### src/source/fdam_pkg.sv
package fdam_pkg;

  // ~~~~~~~~~~~~~~~~~~~~~~~~~~~~~~
  // Fixed widths.
  // ~~~~~~~~~~~~~~~~~~~~~~~~~~~~~~
  localparam int ADDR_WIDTH = 32;
  localparam int QTD_WIDTH = 16;
  localparam int LINE_WIDTH = 64;
  localparam int TAG_WIDTH = 8;
  localparam int CONF_TYPE_WIDTH = 2;
  localparam int CONF_WIDTH = ADDR_WIDTH + QTD_WIDTH + TAG_WIDTH;

  // Lines fetched per read request.
  localparam int BURST_LINES = 4;

  // ~~~~~~~~~~~~~~~~~~~~~~~~~~~~~~
  // Types.
  // ~~~~~~~~~~~~~~~~~~~~~~~~~~~~~~
  typedef logic [ADDR_WIDTH-1:0] addr_t;
  typedef logic [QTD_WIDTH-1:0] qtd_t;
  typedef logic [LINE_WIDTH-1:0] line_t;
  typedef logic [TAG_WIDTH-1:0] tag_t;
  typedef logic [CONF_TYPE_WIDTH-1:0] conf_type_t;
  typedef logic [CONF_WIDTH-1:0] conf_word_t;

  // Configuration type codes.
  localparam conf_type_t CONF_TYPE_NONE = 2'd0;
  localparam conf_type_t CONF_TYPE_IN = 2'd1;

  // ~~~~~~~~~~~~~~~~~~~~~~~~~~~~~~
  // Configuration word layout.
  // ~~~~~~~~~~~~~~~~~~~~~~~~~~~~~~
  // Address on top, then line count, queue id in the low bits.
  localparam int CONF_ID_LSB = 0;
  localparam int CONF_QTD_LSB = CONF_ID_LSB + TAG_WIDTH;
  localparam int CONF_ADDR_LSB = CONF_QTD_LSB + QTD_WIDTH;

endpackage

### src/source/fdam_conf_receiver.sv
`timescale 1ns/1ns

module fdam_conf_receiver
  import fdam_pkg::*;
#(
  parameter int ID_QUEUE = 0
) (
  input  logic       clk,
  input  logic       rst_internal,
  input  conf_type_t conf_valid,
  input  conf_word_t conf,
  output logic       conf_ready,
  output addr_t      addr_base,
  output qtd_t       qtd_lines
);

  tag_t conf_id;
  logic conf_match;

  assign conf_id = conf[CONF_ID_LSB +: TAG_WIDTH];

  // Only input-queue words aimed at this queue.
  assign conf_match = (conf_valid == CONF_TYPE_IN) && (conf_id == tag_t'(ID_QUEUE));

  always_ff @(posedge clk) begin
    if (rst_internal) begin
      conf_ready <= 1'b0;
    end else if (conf_match) begin
      conf_ready <= 1'b1;
    end
  end

  // A later match overwrites the payload fields.
  always_ff @(posedge clk) begin
    if (conf_match) begin
      addr_base <= conf[CONF_ADDR_LSB +: ADDR_WIDTH];
      qtd_lines <= conf[CONF_QTD_LSB +: QTD_WIDTH];
    end
  end

endmodule

### src/source/fdam_line_fifo.sv
`timescale 1ns/1ns

module fdam_line_fifo
  import fdam_pkg::*;
#(
  parameter int FIFO_DEPTH_BITS = 4
) (
  input  logic                     clk,
  input  logic                     rst_internal,
  input  logic                     we,
  input  line_t                    din,
  input  logic                     re,
  output line_t                    dout,
  output logic                     valid,
  output logic                     empty,
  output logic [FIFO_DEPTH_BITS:0] count
);

  localparam int DEPTH = 1 << FIFO_DEPTH_BITS;

  line_t mem [DEPTH];
  logic [FIFO_DEPTH_BITS-1:0] wr_ptr;
  logic [FIFO_DEPTH_BITS-1:0] rd_ptr;
  logic do_read;

  assign empty = (count == '0);
  assign do_read = re && !empty;

  // Storage and read register.
  always_ff @(posedge clk) begin
    if (we) begin
      mem[wr_ptr] <= din;
    end
    if (do_read) begin
      dout <= mem[rd_ptr];
    end
  end

  always_ff @(posedge clk) begin
    if (rst_internal) begin
      wr_ptr <= '0;
      rd_ptr <= '0;
      count <= '0;
      valid <= 1'b0;
    end else begin
      valid <= do_read;
      if (we) begin
        wr_ptr <= wr_ptr + 1'b1;
      end
      if (do_read) begin
        rd_ptr <= rd_ptr + 1'b1;
      end
      case ({we, do_read})
        2'b10: count <= count + 1'b1;
        2'b01: count <= count - 1'b1;
        default: count <= count;
      endcase
    end
  end

endmodule

### src/source/fdam_input_queue_controller.sv
`timescale 1ns/1ns

module fdam_input_queue_controller
  import fdam_pkg::*;
#(
  parameter int ID_QUEUE = 0,
  parameter int FIFO_DEPTH_BITS = 4
) (
  input  logic       clk,
  input  logic       rst_internal,
  input  logic       start,
  input  conf_type_t conf_valid,
  input  conf_word_t conf,
  output logic       req_valid,
  output addr_t      req_addr,
  input  logic       grant,
  input  logic       rsp_valid,
  input  tag_t       rsp_tag,
  input  line_t      rsp_data,
  output logic       user_available,
  input  logic       user_rd_req,
  output line_t      user_rd_data,
  output logic       user_rd_valid,
  output logic       done
);

  localparam int CNT_W = QTD_WIDTH + 1;
  localparam logic [FIFO_DEPTH_BITS:0] FIFO_DEPTH = (FIFO_DEPTH_BITS + 1)'(1 << FIFO_DEPTH_BITS);
  localparam logic [FIFO_DEPTH_BITS:0] CREDIT_BURST = (FIFO_DEPTH_BITS + 1)'(BURST_LINES);

  typedef enum logic {
    IDLE,
    ISSUE
  } state_t;

  state_t state;
  logic conf_ready;
  addr_t addr_base;
  qtd_t qtd_lines;
  addr_t addr_next;
  logic [CNT_W-1:0] req_lines;
  logic [CNT_W-1:0] rcv_lines;
  logic [FIFO_DEPTH_BITS:0] credits;
  logic pop;
  logic rsp_match;
  logic fifo_we;
  line_t fifo_din;
  line_t fifo_dout;
  logic fifo_valid;
  logic fifo_empty;

  fdam_conf_receiver #(
    .ID_QUEUE(ID_QUEUE)
  ) u_conf_receiver (
    .clk(clk),
    .rst_internal(rst_internal),
    .conf_valid(conf_valid),
    .conf(conf),
    .conf_ready(conf_ready),
    .addr_base(addr_base),
    .qtd_lines(qtd_lines)
  );

  fdam_line_fifo #(
    .FIFO_DEPTH_BITS(FIFO_DEPTH_BITS)
  ) u_line_fifo (
    .clk(clk),
    .rst_internal(rst_internal),
    .we(fifo_we),
    .din(fifo_din),
    .re(pop),
    .dout(fifo_dout),
    .valid(fifo_valid),
    .empty(fifo_empty),
    .count()
  );

  // ~~~~~~~~~~~~~~~~~~~~~~~~~~~~~~
  // Request side.
  // ~~~~~~~~~~~~~~~~~~~~~~~~~~~~~~
  assign req_valid = (state == ISSUE) && start && (req_lines < CNT_W'(qtd_lines))
                     && (credits >= CREDIT_BURST);
  assign req_addr = addr_next;

  always_ff @(posedge clk) begin
    if (rst_internal) begin
      state <= IDLE;
      addr_next <= '0;
      req_lines <= '0;
    end else begin
      case (state)
        IDLE: begin
          if (conf_ready) begin
            addr_next <= addr_base;
            state <= ISSUE;
          end
        end
        ISSUE: begin
          if (grant) begin
            addr_next <= addr_next + ADDR_WIDTH'(BURST_LINES);
            req_lines <= req_lines + CNT_W'(BURST_LINES);
          end
        end
        default: state <= IDLE;
      endcase
    end
  end

  // One credit per free FIFO slot, taken per burst and returned per pop.
  always_ff @(posedge clk) begin
    if (rst_internal) begin
      credits <= FIFO_DEPTH;
    end else begin
      credits <= credits - (grant ? CREDIT_BURST : '0) + (pop ? 1'b1 : 1'b0);
    end
  end

  // ~~~~~~~~~~~~~~~~~~~~~~~~~~~~~~
  // Response and user side.
  // ~~~~~~~~~~~~~~~~~~~~~~~~~~~~~~
  assign rsp_match = rsp_valid && (rsp_tag == tag_t'(ID_QUEUE));
  assign user_available = !fifo_empty;
  assign pop = user_rd_req && user_available;

  always_ff @(posedge clk) begin
    fifo_din <= rsp_data;
    user_rd_data <= fifo_dout;
  end

  always_ff @(posedge clk) begin
    if (rst_internal) begin
      fifo_we <= 1'b0;
      rcv_lines <= '0;
      user_rd_valid <= 1'b0;
      done <= 1'b0;
    end else begin
      fifo_we <= rsp_match;
      user_rd_valid <= fifo_valid;
      if (rsp_match) begin
        rcv_lines <= rcv_lines + 1'b1;
      end
      // Sticky until reset.
      if (start && conf_ready && (rcv_lines >= CNT_W'(qtd_lines))) begin
        done <= 1'b1;
      end
    end
  end

endmodule

### config.mk
export PLATFORM = sky130hd
export DESIGN_NAME = fdam_input_queue_controller
export DESIGN_NICKNAME = d
export VERILOG_FILES = /design/src/source/fdam_pkg.sv /design/src/source/fdam_conf_receiver.sv /design/src/source/fdam_line_fifo.sv /design/src/source/fdam_input_queue_controller.sv
export SDC_FILE = /design/constraint.sdc
export NUM_CORES = 1
export LEC_CHECK = 0
export BUFFER_PORTS_ARGS = -buffer_cell sky130_fd_sc_hd__buf_2
export CAP_MARGIN = 5
export CORE_MARGIN = 4
export CORE_UTILIZATION = 56
export CTS_BUF_LIST = sky130_fd_sc_hd__clkbuf_4 sky130_fd_sc_hd__clkbuf_8
export CTS_CLUSTER_SIZE = 8
export DETAILED_ROUTE_END_ITERATION = 8
export PLACE_DENSITY = 0.79
export SYNTH_ARGS = -nofsm -noshare
export SYNTH_HDL_FRONTEND = slang
export SYNTH_SLANG_ARGS = --single-unit
### constraint.sdc
create_clock -name clk -period 8.95 [get_ports clk]
set_input_delay 1.79 -clock clk [delete_from_list [all_inputs] [get_ports clk]]
set_output_delay 1.79 -clock clk [all_outputs]
set_load 0.05 [all_outputs]
# Yosys cells after proc, flatten, opt, wreduce, memory -nomap -nowiden
# Memory sizes are Yosys's and may differ from the RTL's. A register that Yosys moved wholly into a read port is not among the register bits.
# Cells that the tools add are included.
# word_totals
regBits,266
ram_bits,1024
in_bits,136
output_inout_bits,100
elab_cells,62
memories,1
# classes
n_addsub,9
order_cmp,3
n_eq_ne,5
mux,10
n_bitwise,1
reduce_logical,16
# memory_table
name,words,width,read_ports,rd_ports_with_merged_regs,write_ports,line_no,source
u_line_fifo.mem,16,64,1,1,1,fdam_line_fifo.sv:21,line_t mem [DEPTH];
# ops
cell,n
$mux W32,2
$pmux W32 S2,1
$add A32 B3 Y32 const B,1
$add A17 B1 Y17 const B,1
$add A17 B3 Y17 const B,1
$ge A17 B16 Y1,1
$lt A17 B16 Y1,1
$logic_not A8 Y1,2
$pmux W5 S2,1
$logic_and A1 B1 Y1,9
$add A4 B1 Y4 const B,2
$add A5 B1 Y5,1
$add A5 B1 Y5 const B,1
$ge A5 B3 Y1 const B,1
$logic_not A5 Y1,1
$mux W1,5
$sub A5 B1 Y5 const B,1
$sub A5 B3 Y5,1
$eq A2 B1 Y1 const B,2
$reduce_and A2 Y1,2
$mux W3,1
$eq A2 B2 Y1 const B,1
$ne A2 B1 Y1 const B,1
$ne A2 B2 Y1 const B,1
other kinds (3),3

# Depth between registers and ports, before layout
# Gate-level depths: netlist of the first run.
# logic_depth
depth_word,6
depth_mapped,9

# By module
# Synthesis of the first run repeated with hierarchy kept, for this count alone.
# unflattened
hier_cells,2463
area_unflattened_um2,49522.5
# modules_own_cells
mod,n_inst,cells_each,area_each_um2,seq_area_each_um2
fdam_line_fifo,1,1735,40989.3,32951.6
fdam_input_queue_controller,1,673,7020.5,4023.9
fdam_conf_receiver,1,55,1512.7,1461.4

# Worst setup path before layout of the first run
# OpenSTA, ideal clock, no wires.
# synth_timing
path_kind,input port to flip-flop
startpoint,input port conf_valid[1]
endpoint,"register u_conf_receiver.addr_base[0], enable pin"
setup_time_ns,0.581
arrival_time_ns,7.096
t_required_ns,8.369
setup_slack_ns,1.273
stages,2
n_path_buf,0
path_cell_list,or4b_2 -> nor4_1
# synth_between
elab_chain_cells,2
# synth_rtl
element,line_no,source
from (decl),fdam_input_queue_controller.sv:12,"input conf_type_t conf_valid,"
$eq A2 B1 Y1,fdam_conf_receiver.sv:23,assign conf_match = (conf_valid == CONF_TYPE_IN) && (conf_id == tag_t'(ID_QUEUE));
$logic_and A1 B1 Y1,fdam_conf_receiver.sv:23,
named net u_conf_receiver.conf_match,fdam_conf_receiver.sv:18,logic conf_match;
to (signal assigned),fdam_conf_receiver.sv:36,addr_base <= conf[CONF_ADDR_LSB +: ADDR_WIDTH];
to (decl),fdam_conf_receiver.sv:13,"output addr_t addr_base,"
# The timed path passes the listed nets, and every way through them passes these cells.
# A chain may end at the register's enable or synchronous reset.

# Worst setup path after layout of the first run
# layout_timing
startpoint,register state
endpoint,output port req_valid
# layout_between
elab_chain_cells,3
# layout_rtl
element,line_no,source
from (decl),fdam_input_queue_controller.sv:36,state_t state;
from (signal assigned),fdam_input_queue_controller.sv:87,state <= IDLE;
from (signal assigned),fdam_input_queue_controller.sv:95,state <= ISSUE;
from (signal assigned),fdam_input_queue_controller.sv:104,default: state <= IDLE;
$logic_and A1 B1 Y1 (2 in a row),fdam_input_queue_controller.sv:81,assign req_valid = (state == ISSUE) && start && (req_lines < CNT_W'(qtd_lines))
$logic_and A1 B1 Y1,fdam_input_queue_controller.sv:82,&& (credits >= CREDIT_BURST);
to (decl),fdam_input_queue_controller.sv:14,"output logic req_valid,"
# No other way between the ends.

==> results of run 1 <==
==> cells in the mapped netlist, types with 16 or more instances <==
cell type | instances | share of area [%]
xnor2_1 | 28 | 0.49
a21oi_1 | 31 | 0.31
nor2_1 | 79 | 0.60
dfxtp_1 | 216 | 8.7
nor3_1 | 17 | 0.17
nor4_1 | 19 | 0.24
o21ai_0 | 18 | 0.18
edfxtp_1 | 1136 | 69
and2_1 | 16 | 0.20
inv_1 | 35 | 0.26
nand2_1 | 51 | 0.39
clkbuf_1 | 62 | 0.47
mux4_2 | 320 | 15
ha_1 | 50 | 1.3
buf_2 | 25 | 0.25
nand3_1 | 24 | 0.24
==> cell families after synthesis <==
family,after synthesis
flip-flops,1352
adder cells (fa/ha/maj),51
multiplexers,334
buffers and inverters,135
XOR/XNOR,40
AND/OR/NAND/NOR,270
AO/OA/AOI/OAI,118
==> cell type report <==
type | count | area, µm² | area share, %
diodes | 2 | 5.00 | 0.00886
clock buffers | 345 | 4010 | 7.10
clock inverters | 39 | 397 | 0.702
inverters | 35 | 131 | 0.233
multi-input cells | 813 | 10600 | 18.8
flip-flops and latches | 1352 | 38500 | 68.1
well taps | 1155 | 1450 | 2.56
repair buffers | 265 | 1410 | 2.50
==> final timing paths <==
| path | startpoint | end | slack (ns) | cells past startpoint |
|---|---|---|---|---|
| hold / removal | u_line_fifo.dout[37]$_DFFE_PN_ | user_rd_data[37]$_DFF_P_ | 0.32 | 0 |
| setup / recovery | state$_SDFF_PP0_ | req_valid | 4.11 | 6 |
| hold reg to reg | u_line_fifo.dout[37]$_DFFE_PN_ | user_rd_data[37]$_DFF_P_ | 0.32 | 0 |
| setup reg to reg | u_line_fifo.rd_ptr[1]$_SDFFE_PP0N_ | u_line_fifo.dout[40]$_DFFE_PN_ | 5.69 | 3 |
==> metrics by stage <==
step,total power [µW],hold WS (ns),std cells,util [%]
detailed placement,7100,0.327,3620,59.6
global route,12700,0.334,4005,64.7
finish,12200,0.325,4006,64.7
floorplan,7030,0.323,2300,-
CTS,12300,0.321,4004,64.7
global placement,7080,0.325,3620,59.6
==> metal layers <==
layer	vias to the layer above	track usage (%)	wire [µm]
met2	1184	38.1	54900
met1	12708	30.9	40600
met5	-	0	0
met4	0	7.86	2940
met3	221	4.42	8120
li1	10247	-	-
==> power breakdown <==
group / switching, µW / internal (µW) / total, µW
combinational: 39.6 / 36.6 / 76.2
sequential: 59.6 / 6830 / 6890
clock: 2320 / 2950 / 5280
total: 2420 / 9820 / 12200
==> state kept, by name, indices dropped and copies added, names as in the netlist, 4 cells and up <==
signal and cells:
u_conf_receiver.qtd_lines 16, u_conf_receiver.addr_base 32, req_addr 32, u_line_fifo.dout 64
fifo_din 64, u_line_fifo.count 5, credits 5, u_line_fifo.wr_ptr 4
user_rd_data 64, req_lines 15, u_line_fifo.mem 1024, u_line_fifo.rd_ptr 4
rcv_lines 17
==> worst register-to-register path: stages, from the launching register on <==
cell,delay (ns)
dfxtp_4,1.09
buf_4,0.92
mux4_2,0.50
mux4_2,0.51
==> summary.md, run 1 <==
| Metric | Value |
|---|---|
| Crit path launch type | flip-flop |
| RSZ-0062 raised after global routing | false |
| Number of global-route vias before repair | 25755 |
| Pre-CTS WS | 4.16 ns |
| Period utilisation layout | 54.0% |
| Seq/Total Area, Yosys | 77.5% |
| Max Freq | 207 MHz |
| Largest net degree at the start of global routing | 90 |
| Clock-pin transition on the worst setup and hold timing paths | 0.06 ns |
| Worst EP arrival | 3.05 ns |
| Ys async rst share | 0% |
| Global placer's final weighted congestion | 0.868 |
| Endpoint class of the critical path | output pin |
| Largest family of logic cells by synthesized area | multiplexers |
| Worst Hold Class | flip-flop to flip-flop |
| Yosys warnings | 0 |
| VDD IR-drop max | 0.174 mV |
| CTS buffer count | 207 |
| Initial antenna violation count | 3 |
| Post-Synth Simple-Gate Area | 2.84% |
| Fillers | 5622 |
| Die width | 306 µm |
| Adder-cell area share of the yosys netlist | 1.30% |
| H-tree levels | 4 |
| Final min period | 4.84 ns |
| Design area | 56500 µm² |
| Final hold viol count | 0 |
| Detailed-route DRC error count | 0 |
| Antenna-violating nets left | 0 |
| CP peak stage delay | 1.01 ns |
| Vias per inst | 6.08 |
| Syn nets | 2487 |
| Core Footprint | 87300 µm² |
| CTS sink count | 1352 |
| Crit Path Max Fanout | 28 |
| Outcome | finished clean |
| IO Port Bufs | 235 |
| Post-synth EDFFs | 1136 |
| Clock latency at the later pin of the worst-skew pair | 0.87 ns |
| Power Density | 217 nW/µm² |
| Die area | 93400 µm² |
| Setup bufs post-CTS | 0 |
| Die Y | 306 µm |
| Routed wire length | 107000 µm |
| Most common cell after layout, fill and taps aside | edfxtp_1 |
| Placed cell area | 52100 µm² |
| Total gr overflow | 0 |
| Synth-to-Final Area Change | 13.9% |
| Ys flop type | edfxtp_1 |
| Req. time, crit path | 7.16 ns |
| Syn avg cell area | 21.6 µm² |
| Proportion of synthesized area in mux cells | 14.8% |
| Seq cells post-synth | 1352 |
| Synthesized area | 49600 µm² |
| I/O pins | 236 |
| Setup WS post-layout | 4.11 ns |
| Xor and xnor area share after synthesis | 0.706% |
| GRT Total Usage | 22.9% |
| Relative slew margins | 25.0% |
| Most frequent cells in the layout | 1136 x edfxtp_1, 320 x mux4_2, 235 x buf_2 |
| CP Cell Sequence | nor4bb_1 -> o21ai_0 -> nor2_1 -> o211ai_1 -> o211ai_1 -> buf_2 |
| Layout cell share with drive strength beyond 1 | 34.8% |
| HPWL Detailed | 56800 µm |
| First-pass GRT wire length | 160000 µm |
| Buffer and inverter count on the worst path | 1 |
| Worst-Margin Slew | 1.12 ns |
| Synth Area in Compound Gates | 1.62% |
| Fin nets | 2861 |
| CTS tree | built |
| Root Buffer | clkbuf_8 |
| Pleak | 0.0184 µW |
| Slowest CP cell | dfxtp_1 |
| Worst Clk Skew | 0.0596 ns |
| CP Class | flip-flop to output pin |
| Yosys cell types | 69 |
| Total Neg Setup Slack | 0 ns |
| Final Setup Violations | 0 |
| CTS hold repair buffers | 0 |
| Rows | 108 |
| Max_cap viols | 0 |
| CTS resizes | 0 |
| Slew Limit Fails | 0 |
| Critical Path Most Common Cell | o211ai_1 |
| 1st-iter DRT viols | 2538 |
| Bufs on Longest Clock Path | 3 |
| Vias | 24360 |
| Wire per inst | 26.6 µm |
| Initial Util | 56.8% |
| Initial DRT Pass Iterations | 6 |
| Crit path max-delay family | flip-flops |
| Cells after Synth | 2300 |
Note: power is estimated with default switching activity, not from simulation.
==> run 2, diff against run 1 <==
- ABC_AREA: default -> 1
- PLACE_DENSITY: 0.79 -> 0.82
- clock period: 8.95 -> 4.44 ns (I/O delays scaled with it)
==> summary.md, run 2 <==
| Metric | Value |
|---|---|
| Outcome | finished clean |
| Fin nets | 4230 |
| Synth top cells by count | 1136 x edfxtp_1, 588 x nor2_1, 378 x o21ai_0 |
| Final hold viol count | 0 |
| CTS hold repair buffers | 0 |
| Largest register FFs | 1024 |
| Clock latency at the later pin of the worst-skew pair | 0.88 ns |
| HPWL Detailed | 62400 µm |
| Detailed-route DRC error count | 0 |
| Total gr overflow | 0 |
| IO Port Bufs | 235 |
| Core Footprint | 91500 µm² |
| Global placer's final weighted congestion | 0.896 |
| First-pass GRT wire length | 183000 µm |
| Most common cell after layout, fill and taps aside | edfxtp_1 |
| Area contributors post-synth | edfxtp_1 66%, dfxtp_1 8.4%, nor2_1 4.3% |
| Pre-CTS WS | 1.50 ns |
| CP peak stage delay | 0.36 ns |
| Power Density | 547 nW/µm² |
| Ys flop type | edfxtp_1 |
| Worst Clk Skew | 0.0484 ns |
| Crit Path Max Fanout | 2 |
| CTS resizes | 0 |
| I/O pins | 236 |
| Rows | 111 |
| Die width | 312 µm |
| 1st-iter DRT viols | 3875 |
| Synth-to-Final Area Change | 12.9% |
| Initial antenna violation count | 9 |
| Most area-hungry cell type in the Yosys netlist | edfxtp_1 |
| Slowest CP cell | edfxtp_1 |
| Slew Limit Fails | 0 |
| Seq/Total Area, Yosys | 74.5% |
| Layout cell share with drive strength beyond 1 | 16.5% |
| Routed wire length | 121000 µm |
| Seq cells post-synth | 1352 |
| RSZ-0062 raised after global routing | false |
| Die area | 97000 µm² |
| Initial DRT Pass Iterations | 6 |
| Vias | 32514 |
| Initial Util | 56.4% |
| Cells after Synth | 3767 |
| Setup bufs post-CTS | 0 |
| VDD IR-drop max | 0.584 mV |
| Worst EP arrival | 2.67 ns |
| Most numerous cell in the Yosys netlist | edfxtp_1 |
| Worst-Margin Slew | 1.46 ns |
| Endpoint class of the critical path | output pin |
| Relative slew margins | 2.67% |
| Number of global-route vias before repair | 32085 |
| Total Neg Setup Slack | 0 ns |
| Post-synth top area share | 66.1% |
| Pleak | 0.0196 µW |
| Bufs on Longest Clock Path | 3 |
| Final min period | 3.56 ns |
| Flop-to-flop setup slack | 1.47 ns |
| Largest net degree at the start of global routing | 209 |
| Final Setup Violations | 0 |
| Die Y | 312 µm |
| Vias per inst | 6.00 |
| Most frequent cells in the layout | 1136 x edfxtp_1, 571 x nor2_1, 378 x o21ai_0 |
| Top reg by flops | u_line_fifo.mem |
| H-tree levels | 4 |
| GRT Total Usage | 24.4% |
| Max Freq | 281 MHz |
| CP Cell Sequence | inv_1 -> ha_1 -> nand2_1 -> inv_1 -> o21ai_0 -> nand2_1 -> a21oi_1 -> nand3_1 -> nor3_1 -> buf_2 |
| Ys async rst share | 0% |
| CTS buffer count | 206 |
| Worst Hold Class | primary input to flip-flop |
| Max_cap viols | 0 |
| Syn nets | 3954 |
| Req. time, crit path | 3.55 ns |
| CTS tree | built |
| Period utilisation layout | 80.2% |
| Setup WS post-layout | 0.878 ns |
| Crit path launch type | flip-flop |
| CTS sink count | 1352 |
| CP Class | flip-flop to output pin |
| Root Buffer | clkbuf_8 |
| Wire per inst | 22.4 µm |
| Syn avg cell area | 13.7 µm² |
| Crit path max-delay family | simple AND/OR/NAND/NOR gates |
| Buffer and inverter count on the worst path | 3 |
| Yosys warnings | 0 |
| Yosys cell types | 44 |
| Antenna-violating nets left | 0 |
| Post-synth EDFFs | 1136 |
| Fillers | 6241 |
| Synthesized area | 51600 µm² |
| Clock-pin transition on the worst setup and hold timing paths | 0.06 ns |
[run 2: cell types whose count changed in the layout (fill, tap and decap cells not counted), moves of 100 or more]
cell	before	now
o221ai_1	0	100
o211ai_1	2	157
o21ai_0	18	378
nor2_1	79	571
mux4_2	320	0
nand2_1	51	306
mux2i_1	13	178
[run 2: through the flow]
stage	hold slack [ns]	cells	utilization [%]	instance area, µm²	total power [µW]
2_1_floorplan	0.323	3767	-	51600	19900
3_3_place_gp	0.328	5021	58.9	53900	21300
3_5_place_dp	0.329	5021	58.9	53900	21500
4_1_cts	0.0282	5412	63.6	58200	32000
5_1_grt	0.0397	5414	63.6	58300	33200
6_report	0.111	5416	63.7	58300	31800
[run 2: path summary, 6_finish.rpt]
check | start | depth (start not counted) | to
max | u_conf_receiver.qtd_lines[14]$_DFFE_PP_ | 10 | req_valid
min | rsp_data[54] | 1 | fifo_din[54]$_DFF_P_
max reg2reg | u_line_fifo.rd_ptr[0]$_SDFFE_PP0N_ | 5 | u_line_fifo.dout[22]$_DFFE_PN_
min reg2reg | u_line_fifo.dout[35]$_DFFE_PN_ | 0 | user_rd_data[35]$_DFF_P_
[run 2: cells by family after synthesis]
group | count (synthesis) | share of synthesized area, %
and+or+nand+nor | 1037 | 8.06
DFF | 1352 | 74.5
AOI/OAI and AO/OA | 811 | 9.65
adders and majority gates | 51 | 1.25
buffers and inverters | 319 | 2.76
muxes | 178 | 3.45
xor gates and xnor gates | 19 | 0.323
[run 2: layout make-up]
cell class	instances	area (µm²)	share of cell area, %
repair buffers	286	1720	2.96
flip-flops and latches	1352	38500	66.0
diodes	4	10.0	0.0172
multi-input cells	2096	11900	20.3
clock buffers	355	4060	6.97
inverters	101	392	0.672
well taps	1186	1480	2.55
clock inverters	36	285	0.490
[run 2: per-layer routing]
metal / wire, µm / vias up / global-route usage, %
li1: - / 14570 / -
met1: 46300 / 15868 / 32.4
met2: 59600 / 1773 / 40.6
met3: 11500 / 299 / 4.38
met4: 3700 / 4 / 9.52
met5: 26 / - / 0
[run 2: power breakdown]
part           leakage, µW  switching [µW]  internal [µW]
logic              0.00524            4320           1850
clock network      0.00235            4740           5780
registers           0.0120             601          14600
total               0.0196            9660          22200
